==> src/source/rv_config.svh <==
`ifndef RV_CONFIG_SVH
`define RV_CONFIG_SVH

// data, address and instruction width
`define RV_XLEN 32

// register index width, 32 architectural registers
`define RV_REG_AW 5

// first fetch address after reset
`define RV_RESET_PC 32'h8000_0000
`define RV_INST_STEP 32'd4

`endif
==> src/source/rv_pkg.sv <==
`include "rv_config.svh"

package rv_pkg;

  typedef logic [`RV_XLEN-1:0]   word_t;
  typedef logic [`RV_REG_AW-1:0] reg_idx_t;
  typedef logic [`RV_XLEN/8-1:0] byte_mask_t;  // one bit per byte lane

  // RV32I major opcodes kept by this core
  typedef enum logic [6:0] {
    op_load   = 7'b000_0011,
    op_imm    = 7'b001_0011,
    op_auipc  = 7'b001_0111,
    op_store  = 7'b010_0011,
    op_lui    = 7'b011_0111,
    op_jalr   = 7'b110_0111,
    op_jal    = 7'b110_1111,
    op_system = 7'b111_0011
  } opcode_e;

  // funct3 of loads and stores
  typedef enum logic [2:0] {
    w_byte   = 3'b000,
    w_half   = 3'b001,
    w_word   = 3'b010,
    w_byte_u = 3'b100,
    w_half_u = 3'b101
  } mem_width_e;

  typedef enum logic [1:0] {
    wb_sum  = 2'd0,  // adder result
    wb_link = 2'd1,  // pc + 4
    wb_load = 2'd2
  } wb_sel_e;

  typedef enum logic [1:0] {
    opa_rs1  = 2'd0,
    opa_pc   = 2'd1,
    opa_zero = 2'd2
  } opa_sel_e;

endpackage

==> src/source/rv_core_top.sv <==
`timescale 1ns/1ps

module rv_core_top import rv_pkg::*; (
  input  logic       clk,
  input  logic       reset,
  input  word_t      inst,
  input  word_t      mem_rdata,
  output word_t      pc,
  output word_t      mem_addr,
  output word_t      mem_wdata,
  output byte_mask_t mem_wmask,
  output logic       mem_read,
  output logic       mem_write,
  output logic       halted
);

  word_t      pc_next_seq;
  word_t      jump_target;
  opcode_e    opcode;
  reg_idx_t   rs1;
  reg_idx_t   rs2;
  reg_idx_t   rd;
  mem_width_e width;
  word_t      imm;
  opa_sel_e   opa_sel;
  wb_sel_e    wb_sel;
  logic       reg_write;
  logic       is_load;
  logic       is_store;
  logic       is_jump;
  logic       is_ebreak;
  word_t      rs1_data;
  word_t      rs2_data;
  word_t      sum;
  word_t      wb_data;
  logic       wb_enable;

  fetch_stage u_fetch (
    .clk         (clk),
    .reset       (reset),
    .is_jump     (is_jump),
    .is_ebreak   (is_ebreak),
    .jump_target (jump_target),
    .pc          (pc),
    .pc_next_seq (pc_next_seq),
    .halted      (halted)
  );

  decode_stage u_decode (
    .inst      (inst),
    .opcode    (opcode),
    .rs1       (rs1),
    .rs2       (rs2),
    .rd        (rd),
    .width     (width),
    .imm       (imm),
    .opa_sel   (opa_sel),
    .wb_sel    (wb_sel),
    .reg_write (reg_write),
    .is_load   (is_load),
    .is_store  (is_store),
    .is_jump   (is_jump),
    .is_ebreak (is_ebreak)
  );

  register_file u_regfile (
    .clk       (clk),
    .rs1       (rs1),
    .rs2       (rs2),
    .rd        (rd),
    .wb_enable (wb_enable),
    .wb_data   (wb_data),
    .rs1_data  (rs1_data),
    .rs2_data  (rs2_data)
  );

  execute_stage u_execute (
    .opa_sel     (opa_sel),
    .pc          (pc),
    .rs1_data    (rs1_data),
    .imm         (imm),
    .opcode      (opcode),
    .sum         (sum),
    .jump_target (jump_target)
  );

  mem_wb_stage u_mem_wb (
    .halted      (halted),
    .is_load     (is_load),
    .is_store    (is_store),
    .reg_write   (reg_write),
    .width       (width),
    .wb_sel      (wb_sel),
    .sum         (sum),
    .rs2_data    (rs2_data),
    .pc_next_seq (pc_next_seq),
    .mem_rdata   (mem_rdata),
    .mem_addr    (mem_addr),
    .mem_wdata   (mem_wdata),
    .wb_data     (wb_data),
    .mem_wmask   (mem_wmask),
    .mem_read    (mem_read),
    .mem_write   (mem_write),
    .wb_enable   (wb_enable)
  );

endmodule

==> src/source/mem_wb_stage.sv <==
`timescale 1ns/1ps

module mem_wb_stage import rv_pkg::*; (
  input  logic       halted,
  input  logic       is_load,
  input  logic       is_store,
  input  logic       reg_write,
  input  mem_width_e width,
  input  wb_sel_e    wb_sel,
  input  word_t      sum,
  input  word_t      rs2_data,
  input  word_t      pc_next_seq,
  input  word_t      mem_rdata,
  output word_t      mem_addr,
  output word_t      mem_wdata,
  output word_t      wb_data,
  output byte_mask_t mem_wmask,
  output logic       mem_read,
  output logic       mem_write,
  output logic       wb_enable
);

  logic [1:0] offset;
  logic       aligned;
  byte_mask_t lane_mask;
  word_t      lane_data;
  word_t      load_data;

  assign mem_addr = sum;
  assign offset   = sum[1:0];

  // legal width with natural alignment
  always_comb begin
    case (width)
      w_byte, w_byte_u: aligned = 1'b1;
      w_half, w_half_u: aligned = ~offset[0];
      w_word:           aligned = (offset == 2'b00);
      default:          aligned = 1'b0;
    endcase
    if (is_store && ((width == w_byte_u) || (width == w_half_u))) begin
      aligned = 1'b0;  // no unsigned store forms
    end
  end

  always_comb begin
    case (width)
      w_byte, w_byte_u: lane_mask = 4'b0001 << offset;
      w_half, w_half_u: lane_mask = offset[0] ? 4'b0000 : (4'b0011 << offset);
      w_word:           lane_mask = (offset == 2'b00) ? 4'b1111 : 4'b0000;
      default:          lane_mask = '0;
    endcase
  end

  assign mem_read  = is_load & aligned;
  assign mem_write = is_store & aligned & ~halted;
  assign mem_wmask = mem_write ? lane_mask : '0;

  // store data copied onto every lane, mask picks the right one
  always_comb begin
    case (width)
      w_byte:  mem_wdata = {4{rs2_data[7:0]}};
      w_half:  mem_wdata = {2{rs2_data[15:0]}};
      default: mem_wdata = rs2_data;
    endcase
  end

  // addressed byte moved down to bit 0
  assign lane_data = mem_rdata >> {offset, 3'b000};

  always_comb begin
    case (width)
      w_byte:   load_data = {{24{lane_data[7]}}, lane_data[7:0]};
      w_half:   load_data = {{16{lane_data[15]}}, lane_data[15:0]};
      w_word:   load_data = lane_data;
      w_byte_u: load_data = {24'h00_0000, lane_data[7:0]};
      w_half_u: load_data = {16'h0000, lane_data[15:0]};
      default:  load_data = '0;
    endcase
  end

  always_comb begin
    case (wb_sel)
      wb_link: wb_data = pc_next_seq;
      wb_load: wb_data = load_data;
      default: wb_data = sum;
    endcase
  end

  // a load that never reached memory leaves rd alone
  assign wb_enable = reg_write & ~halted & ~(is_load & ~aligned);

  // alignment check and lane table must agree
  wmask_nonzero: assert final (!mem_write || (mem_wmask != '0));

endmodule

==> src/source/execute_stage.sv <==
`timescale 1ns/1ps

module execute_stage import rv_pkg::*; (
  input  opa_sel_e opa_sel,
  input  word_t    pc,
  input  word_t    rs1_data,
  input  word_t    imm,
  input  opcode_e  opcode,
  output word_t    sum,
  output word_t    jump_target
);

  word_t operand_a;

  // rs1 for addi/jalr/load/store, pc for auipc/jal, zero for lui
  always_comb begin
    case (opa_sel)
      opa_rs1: operand_a = rs1_data;
      opa_pc:  operand_a = pc;
      default: operand_a = '0;
    endcase
  end

  // one adder serves results, addresses and targets
  assign sum = operand_a + imm;

  always_comb begin
    if (opcode == op_jalr) begin
      jump_target = {sum[$bits(word_t)-1:1], 1'b0};  // lsb dropped
    end else begin
      jump_target = sum;
    end
  end

endmodule

==> src/source/register_file.sv <==
`timescale 1ns/1ps
`include "rv_config.svh"

module register_file import rv_pkg::*; (
  input  logic     clk,
  input  reg_idx_t rs1,
  input  reg_idx_t rs2,
  input  reg_idx_t rd,
  input  logic     wb_enable,
  input  word_t    wb_data,
  output word_t    rs1_data,
  output word_t    rs2_data
);

  localparam int NUM_REGS = 1 << `RV_REG_AW;

  // x0 has no storage
  word_t regs [1:NUM_REGS-1];

  always_ff @(posedge clk) begin
    if (wb_enable && (rd != '0)) begin
      regs[rd] <= wb_data;
    end
  end

  // asynchronous reads, x0 reads as zero
  assign rs1_data = (rs1 == '0) ? '0 : regs[rs1];
  assign rs2_data = (rs2 == '0) ? '0 : regs[rs2];

endmodule

==> src/source/decode_stage.sv <==
`timescale 1ns/1ps

module decode_stage import rv_pkg::*; (
  input  word_t      inst,
  output opcode_e    opcode,
  output reg_idx_t   rs1,
  output reg_idx_t   rs2,
  output reg_idx_t   rd,
  output mem_width_e width,
  output word_t      imm,
  output opa_sel_e   opa_sel,
  output wb_sel_e    wb_sel,
  output logic       reg_write,
  output logic       is_load,
  output logic       is_store,
  output logic       is_jump,
  output logic       is_ebreak
);

  logic [2:0] funct3;
  word_t      imm_i;
  word_t      imm_s;
  word_t      imm_j;
  word_t      imm_u;

  assign opcode = opcode_e'(inst[6:0]);
  assign rd     = inst[11:7];
  assign funct3 = inst[14:12];
  assign rs1    = inst[19:15];
  assign rs2    = inst[24:20];
  assign width  = mem_width_e'(funct3);

  // immediate formats, all sign extended from bit 31
  assign imm_i = {{20{inst[31]}}, inst[31:20]};
  assign imm_s = {{20{inst[31]}}, inst[31:25], inst[11:7]};
  assign imm_j = {{12{inst[31]}}, inst[19:12], inst[20], inst[30:21], 1'b0};
  assign imm_u = {inst[31:12], 12'h000};

  always_comb begin
    // anything not listed below retires as a no-op
    imm       = '0;
    opa_sel   = opa_zero;
    wb_sel    = wb_sum;
    reg_write = 1'b0;
    is_load   = 1'b0;
    is_store  = 1'b0;
    is_jump   = 1'b0;
    is_ebreak = 1'b0;
    case (opcode)
      op_imm: begin
        if (funct3 == 3'b000) begin  // addi only
          imm       = imm_i;
          opa_sel   = opa_rs1;
          reg_write = 1'b1;
        end
      end
      op_lui: begin
        imm       = imm_u;
        reg_write = 1'b1;
      end
      op_auipc: begin
        imm       = imm_u;
        opa_sel   = opa_pc;
        reg_write = 1'b1;
      end
      op_jal: begin
        imm       = imm_j;
        opa_sel   = opa_pc;
        wb_sel    = wb_link;
        reg_write = 1'b1;
        is_jump   = 1'b1;
      end
      op_jalr: begin
        imm       = imm_i;
        opa_sel   = opa_rs1;
        wb_sel    = wb_link;
        reg_write = 1'b1;
        is_jump   = 1'b1;
      end
      op_load: begin
        imm       = imm_i;
        opa_sel   = opa_rs1;
        wb_sel    = wb_load;
        reg_write = 1'b1;
        is_load   = 1'b1;
      end
      op_store: begin
        imm      = imm_s;
        opa_sel  = opa_rs1;
        is_store = 1'b1;
      end
      op_system: begin
        // exact ebreak encoding, other system ops ignored
        is_ebreak = (inst[31:20] == 12'h001) && (rs1 == '0) &&
                    (funct3 == 3'b000) && (rd == '0);
      end
      default: ;
    endcase
  end

endmodule

==> src/source/fetch_stage.sv <==
`timescale 1ns/1ps
`include "rv_config.svh"

module fetch_stage import rv_pkg::*; (
  input  logic  clk,
  input  logic  reset,
  input  logic  is_jump,
  input  logic  is_ebreak,
  input  word_t jump_target,
  output word_t pc,
  output word_t pc_next_seq,
  output logic  halted
);

  word_t pc_next;

  assign pc_next_seq = pc + `RV_INST_STEP;
  assign pc_next     = is_jump ? jump_target : pc_next_seq;  // jal/jalr redirect

  always_ff @(posedge clk) begin
    if (reset) begin
      pc     <= `RV_RESET_PC;
      halted <= 1'b0;
    end else if (!halted) begin
      if (is_ebreak) begin
        halted <= 1'b1;  // pc stays on the ebreak
      end else begin
        pc <= pc_next;
      end
    end
  end

  // once set, only reset clears the halt flag
  halt_sticky: assert property (
    @(posedge clk) $fell(halted) |-> $past(reset)
  );

  // a halted core does not fetch anything new
  pc_frozen: assert property (
    @(posedge clk) (halted && !reset) |=> $stable(pc)
  );

endmodule

==> config.mk <==
export PLATFORM = sky130hd
export DESIGN_NAME = rv_core_top
export DESIGN_NICKNAME = d
export VERILOG_FILES = /design/src/source/rv_pkg.sv /design/src/source/rv_core_top.sv /design/src/source/mem_wb_stage.sv /design/src/source/execute_stage.sv /design/src/source/register_file.sv /design/src/source/decode_stage.sv /design/src/source/fetch_stage.sv
export VERILOG_INCLUDE_DIRS = /design/src /design/src/source
export SDC_FILE = /design/constraint.sdc
export NUM_CORES = 2
export LEC_CHECK = 0
export BUFFER_PORTS_ARGS = -buffer_cell sky130_fd_sc_hd__buf_2
export CORE_ASPECT_RATIO = 0.5
export CORE_MARGIN = 2
export CORE_UTILIZATION = 25
export CTS_CLUSTER_SIZE = 14
export DETAILED_ROUTE_END_ITERATION = 8
export HOLD_SLACK_MARGIN = 0.15
export PLACE_DENSITY = 0.43
export REMOVE_ABC_BUFFERS = 1
export SKIP_LAST_GASP = 1
export SYNTH_ARGS = -nofsm -noshare
export SYNTH_HDL_FRONTEND = slang
export SYNTH_SLANG_ARGS = --single-unit
==> constraint.sdc <==
create_clock -name clk -period 7 [get_ports clk]
set_input_delay 0.7 -clock clk [delete_from_list [all_inputs] [get_ports clk]]
set_output_delay 0.7 -clock clk [all_outputs]
set_load 0.01 [all_outputs]
# Word level (Yosys, flattened, before mapping)
# Memory sizes are Yosys's and may differ from the RTL's.
# Index checks and enable logic that the tools add are counted.
# totals
mem_count	1
mem_bits_rw	992
ff_bits	33
inputBits	66
out_inout_bits	103
elab_cells	86
# classes
shifts	3
bitwise_logic	11
n_reduce_logical	22
add_sub_neg	2
muxes	29
eq_ne	16
# memory_table
name	words	word_bits	rd	rd_clocked_by_memory_dff	wr	line	rtl
u_regfile.regs	31	32	2	0	1	register_file.sv:18	word_t regs [1:NUM_REGS-1];
# op_table
operator	count
one-hot mux 32 bit (5 select lines)	2
one-hot mux 32 bit (2 select lines)	3
two-way mux 32 bit	4
adder 32 x 3 -> 32 bit (second input constant)	1
adder 32 bit	1
>> shifter 32 x 5 -> 32 bit	1
equality test 7 bit (second input constant)	3
logical NOT 5 bit	3
equality test 7 x 5 -> 1 bit (second input constant)	2
equality test 7 x 6 -> 1 bit (second input constant)	2
equality test 12 x 1 -> 1 bit (second input constant)	1
two-way mux 4 bit	3
one-hot mux 4 bit (3 select lines)	1
OR reduction 2 bit	6
two-way mux 1 bit	11
equality test 7 x 2 -> 1 bit (second input constant)	1
AND 1 bit	6
equality test 3 bit (second input constant)	2
one-hot mux 2 bit (3 select lines)	1
logical AND 1 bit	5
NOT 1 bit	5
nonzero test 5 bit	1
OR reduction 5 bit	1
equality test 2 x 1 -> 1 bit (second input constant)	2
other kinds (14)	15

# Depth between registers and ports, before layout
# depth
depth_word	16
depth_mapped	21
ltp_nobuf	16

# Cells and area by module
# A second synthesis with hierarchy kept.
# hier_totals
hier_cells	3636
area_unflattened_um2	54160.7
# by_module_without_submodules
mod	cells_per_inst	seq_area_each_um2	area_each_um2	n_inst
register_file	2593	29788.6	46489.6	1
fetch_stage	329	660.6	2418.6	1
execute_stage	322	0.0	2319.7	1
mem_wb_stage	290	0.0	2164.6	1
decode_stage	102	0.0	768.2	1

# Least setup slack after synthesis
# No wires, ideal clock.
# synth_path
kind	input to register
startpoint	input inst[15]
endpoint	memory u_regfile.regs[10][4] (netlist name) (data pin)
t_required_ns	6.554
t_arrival_ns	5.923
setup_ns	0.446
path_stages	18
n_path_buf	8
setup_slack_ns	0.631
path_cell_list	buf_2 buf_6 buf_2 buf_2 mux4_2 mux2_2 a22oi_1 a21oi_1 a22o_1 ha_1 clkbuf_1 buf_2 buf_2 buf_1 mux2i_1 nand2_1 a32oi_1 o21ai_0
# synth_between
elab_chain_cells	7
elab_cells_between_ends	8
cone_classes	add/sub: 1; shift: 1; mux: 4; reduce/logical: 1; memory: 1
# synth_rtl
element	line	rtl
from (decl)	rv_core_top.sv:6	input word_t inst,
memory read (31 x 32 bit) / logical NOT 5 bit (equally long branches)	-	
two-way mux 32 bit (*)	register_file.sv:27	assign rs1_data = (rs1 == '0) ? '0 : regs[rs1];
one-hot mux 32 bit (2 select lines) (*)	execute_stage.sv:17	case (opa_sel)
adder 32 bit (*)	execute_stage.sv:25	assign sum = operand_a + imm;
net mem_addr[0]	rv_core_top.sv:9	output word_t mem_addr,
>> shifter 32 x 5 -> 32 bit (*)	mem_wb_stage.sv:68	assign lane_data = mem_rdata >> {offset, 3'b000};
one-hot mux 32 bit (5 select lines) (*)	mem_wb_stage.sv:71	case (width)
one-hot mux 32 bit (2 select lines) (*)	mem_wb_stage.sv:82	case (wb_sel)
net u_mem_wb.wb_data[4]	mem_wb_stage.sv:16	output word_t wb_data,
to (decl)	register_file.sv:18	
# Mark *: on every way through the listed nets, which the timed path passes. The rest lies on a longest branch.

# Final worst setup path
# layout_path
startpoint	input inst[15]
endpoint	output mem_addr[31]
# layout_between
elab_chain_cells	4
elab_cells_between_ends	6
cone_classes	add/sub: 1; mux: 3; reduce/logical: 1; memory: 1
# layout_rtl
element	line
memory read (31 x 32 bit) / logical NOT 5 bit (equally long branches)	-
two-way mux 32 bit	register_file.sv:27
one-hot mux 32 bit (2 select lines)	execute_stage.sv:17
adder 32 bit (*)	execute_stage.sv:25
to (decl)	rv_core_top.sv:9
# Mark *: on every way between the ends. The rest lies on a longest branch, timed or not.

==> results.py <==
metrics = {
    "power": {
        "max-vdd-ir-drop_mv": 0.185,
        "leakage_nw": 20.6,
        "clkPwrFrac_pct": 42.0,
        "p_int_mw": 10.4,
        "p_sw_share_pct": 24.4,
        "seqPwrFrac_pct": 48.6,
        "power.density_mw_per_mm2": 221,
        "p_sw_mw": 3.36,
        "comb_power_share_pct": 9.4,
    },
    "layout": {
        "syn_to_final_growth_pct": 19.5,
        "nets": 3510,
        "design_area_mm2": 0.0623,
        "layout-drive-gt1-share_pct": 35.9,
    },
    "floorplanning": {
        "rows": 118,
        "die-area_mm2": 0.213,
        "core_mm2": 0.207,
        "dieHeight_um": 327,
        "start_util_pct": 25.2,
        "ioPinCount": 169,
        "die_x_um": 650,
    },
    "yosys": {
        "synth_most_common_cell": "edfxtp_1",
        "syn_inst": 3113,
        "yosysTopAreaCell": "edfxtp_1",
        "ys.flop_type": "edfxtp_1",
        "synth.cell_area_mm2": 0.0522,
        "async_flop_share_pct": 0,
        "synth_area_leaders": "edfxtp_1 57%, mux4_2 22%, mux2i_1 2.4%",
        "synth_edf_count": 992,
        "synth.distinct_cells": 84,
        "yosysWarnings": 0,
        "synth-seq-cells": 1025,
        "synth.yosys.seq_area_share_pct": 58.4,
        "synth_area_per_cell_um2": 16.8,
        "netlist_top_cells_count": "992 x edfxtp_1, 510 x mux4_2, 152 x nor2_1",
        "synth_top_area_share_pct": 57.1,
    },
    "clock_network": {
        "clock_latency_ns": 0.77,
        "cts_max_level": 3,
        "hold_buffers": 0,
        "numCtsBuffers": 109,
        "clockBufferDepth": 3,
        "cts.sinks": 1025,
        "tritoncts": "done",
        "clk_pin_slew_ns": 0.07,
        "clockRootBuffer": "clkbuf_16",
    },
    "placement": {
        "dp_hpwl_um": 137000,
        "place.gp.congestion": 0.956,
        "dp_slack_ns": 0.0680,
        "io_buffer_count": 168,
        "placed_area_mm2": 0.0589,
    },
    "critical_path": {
        "reg2regPathDepth": 17,
        "path_buf_inv": 5,
        "critPathKind": "in -> out",
        "setup.worst_path.end_class": "output port",
        "cp-start-kind": "input pin",
        "crit_path_top_delay_cell": "a2111oi_1",
        "regToRegSetupSlack_ns": 1.17,
        "crit_start": "inst[15]",
        "worst_ep_arrival_time_ns": 6.06,
        "crit_fanout": 29,
        "critPathTopFamily": "compound AO/OA/AOI/OAI gates",
        "crit_cells": 18,
        "slowest_delay_ns": 0.90,
        "crit_path_cell_trace": "buf_8 > buf_4 > mux4_2 > mux2_2 > a22o_1 > a2111oi_1 > o21ai_0 > ha_1 > a221oi_1 > o21ai_0 > a21oi_1 > o22ai_1 > a2111oi_0 > buf_4 > nor2_1 > xnor2_1 > inv_1 > buf_2",
        "reg2reg_to": "u_regfile.regs[26][28]",
        "worstSetupEndpoint": "mem_addr[31]",
        "reg2reg_from": "u_regfile.regs[14][2]",
        "crit_required_ns": 6.30,
    },
    "drt": {
        "wire_per_inst_um": 33.9,
        "drc": 0,
        "antenna_left": 0,
        "drt_iter0_markers": 4141,
        "vias_per_cell": 5.44,
        "drtPass1Iterations": 6,
        "vias": 34036,
        "wl_um": 212000,
    },
    "sta": {
        "max-slew-margin-rel_pct": 12.3,
        "hold_viol_final": 0,
        "rsz0062_at_grt": "no",
        "fin_setup_tns_ns": 0,
        "tightest_slew_ns": 1.31,
        "period_needed_ns": 6.76,
        "clock-skew-final_ns": 0.0507,
        "max_freq_ghz": 0.148,
        "finalWorstSetupSlack_ns": 0.238,
        "setup-violations-final": 0,
        "min_period_over_period_pct": 96.6,
        "slew_viol_final": 0,
    },
    "grt": {
        "grt_max_degree": 118,
        "gr-total-overflow": 0,
        "track_usage_pct": 19.5,
        "grt_pass1_vias": 34306,
        "grt_pass1_wl_um": 289000,
        "antenna_found_initial": 20,
    },
    "min_path": {
        "min_path_type": "in -> reg",
    },
    "run_status": {
        "status": "completed",
    },
    "flow_run": {
        "max_cap_violations": 0,
    },
}
[worst min-delay path by stage]
stage,startpoint,end,slack (ns),cells past startpoint
final,reset,u_fetch.pc[15],0.41,2
after global routing,reset,u_fetch.pc[15],0.38,2
after CTS,reset,u_fetch.pc[15],0.36,2
after detailed placement,u_fetch.pc[7],u_fetch.pc[7],0.53,2
after global placement,u_fetch.pc[7],u_fetch.pc[7],0.53,2
after floorplan,u_fetch.pc[0],u_fetch.pc[0],0.51,2
[per-layer routing]
layer	global-route usage (%)	wire length, um	vias to the layer above
met4	6.90	8320	2
met3	2.78	12300	303
met2	32.9	103000	1316
met5	0	13	-
met1	25.8	88700	18692
li1	-	-	13723
[logic make-up (layout without fill, tap and decap cells)]
logic type	Yosys count	after routing	share of synthesized area (%)
AND/OR/NAND/NOR	457	457	4.16
AO/OA/AOI/OAI	554	554	7.45
other	0	2	0
buffers and inverters	285	665	2.35
flip-flops	1025	1025	58.4
XOR/XNOR	54	54	0.907
multiplexers	703	703	25.9
adder cells (fa/ha/maj)	35	35	0.854
[layout make-up]
| cell class | instances | area (um2) |
|---|---|---|
| fillers | 20384 | 145000 |
| flip-flops and latches | 1025 | 30400 |
| multi-input cells | 1803 | 20900 |
| repair buffers | 430 | 3950 |
| well taps | 2760 | 3450 |
| clock buffers | 128 | 2820 |
| clock inverters | 67 | 631 |
| inverters | 40 | 150 |
| diodes | 2 | 5.00 |
[layout by cell type (no fill, tap or decap), drive strengths merged, types with 30 or more instances in the layout]
master	n
a21oi	136
a21o	41
clkinv	51
mux2	70
inv	43
dfxtp	33
clkbuf	128
edfxtp	992
mux2i	123
nand3	34
xnor2	30
a221o	32
nor2	154
nand2	122
o21ai	115
mux4	510
a22o	38
ha	34
buf	430
[power groups by stage]
stage,clock network [mW],registers (mW),logic (mW)
floorplan,0,6.84,0.576
global placement,0,6.84,1.30
detailed placement,0,6.84,1.31
CTS,5.91,6.71,1.31
global route,6.13,6.70,1.36
finish,5.79,6.71,1.30
[worst reg2reg max path, stage by stage, from the launching register on]
cell and delay [ns]:
edfxtp_1 0.40, mux4_2 0.52, mux2_2 0.29, a22o_1 0.19
a2111oi_1 0.87, o22ai_1 0.29, ha_1 0.42, nor2b_1 0.16
o2111a_1 0.27, o21ai_0 0.37, o2111ai_1 0.28, a31o_2 0.31
a31o_2 0.24, xor2_1 0.13, buf_4 0.17, buf_4 0.13
mux2_2 0.32, buf_12 0.18
[sequential cells by signal, summed over array words and instances, names as in the netlist]
signal and flops:
u_fetch.halted 1, u_fetch.pc 32, u_regfile.regs 992
[through the flow]
step / total power [mW] / cells / util, % / hold slack, ns
2_1_floorplan: 7.42 / 2868 / - / 0.512
3_3_place_gp: 8.14 / 6058 / 28.4 / 0.527
3_5_place_dp: 8.14 / 6058 / 28.4 / 0.535
4_1_cts: 13.9 / 6253 / 30.1 / 0.364
5_1_grt: 14.2 / 6253 / 30.1 / 0.380
6_report: 13.8 / 6255 / 30.1 / 0.406
[repair_timing]
item	in CTS	in global routing
setup buffers	0	0
setup endpoints to repair	2	2
pin swaps	0	0
cloned	0	0
resized for setup	1	1
No activity file was read; power rests on OpenSTA's default activity.
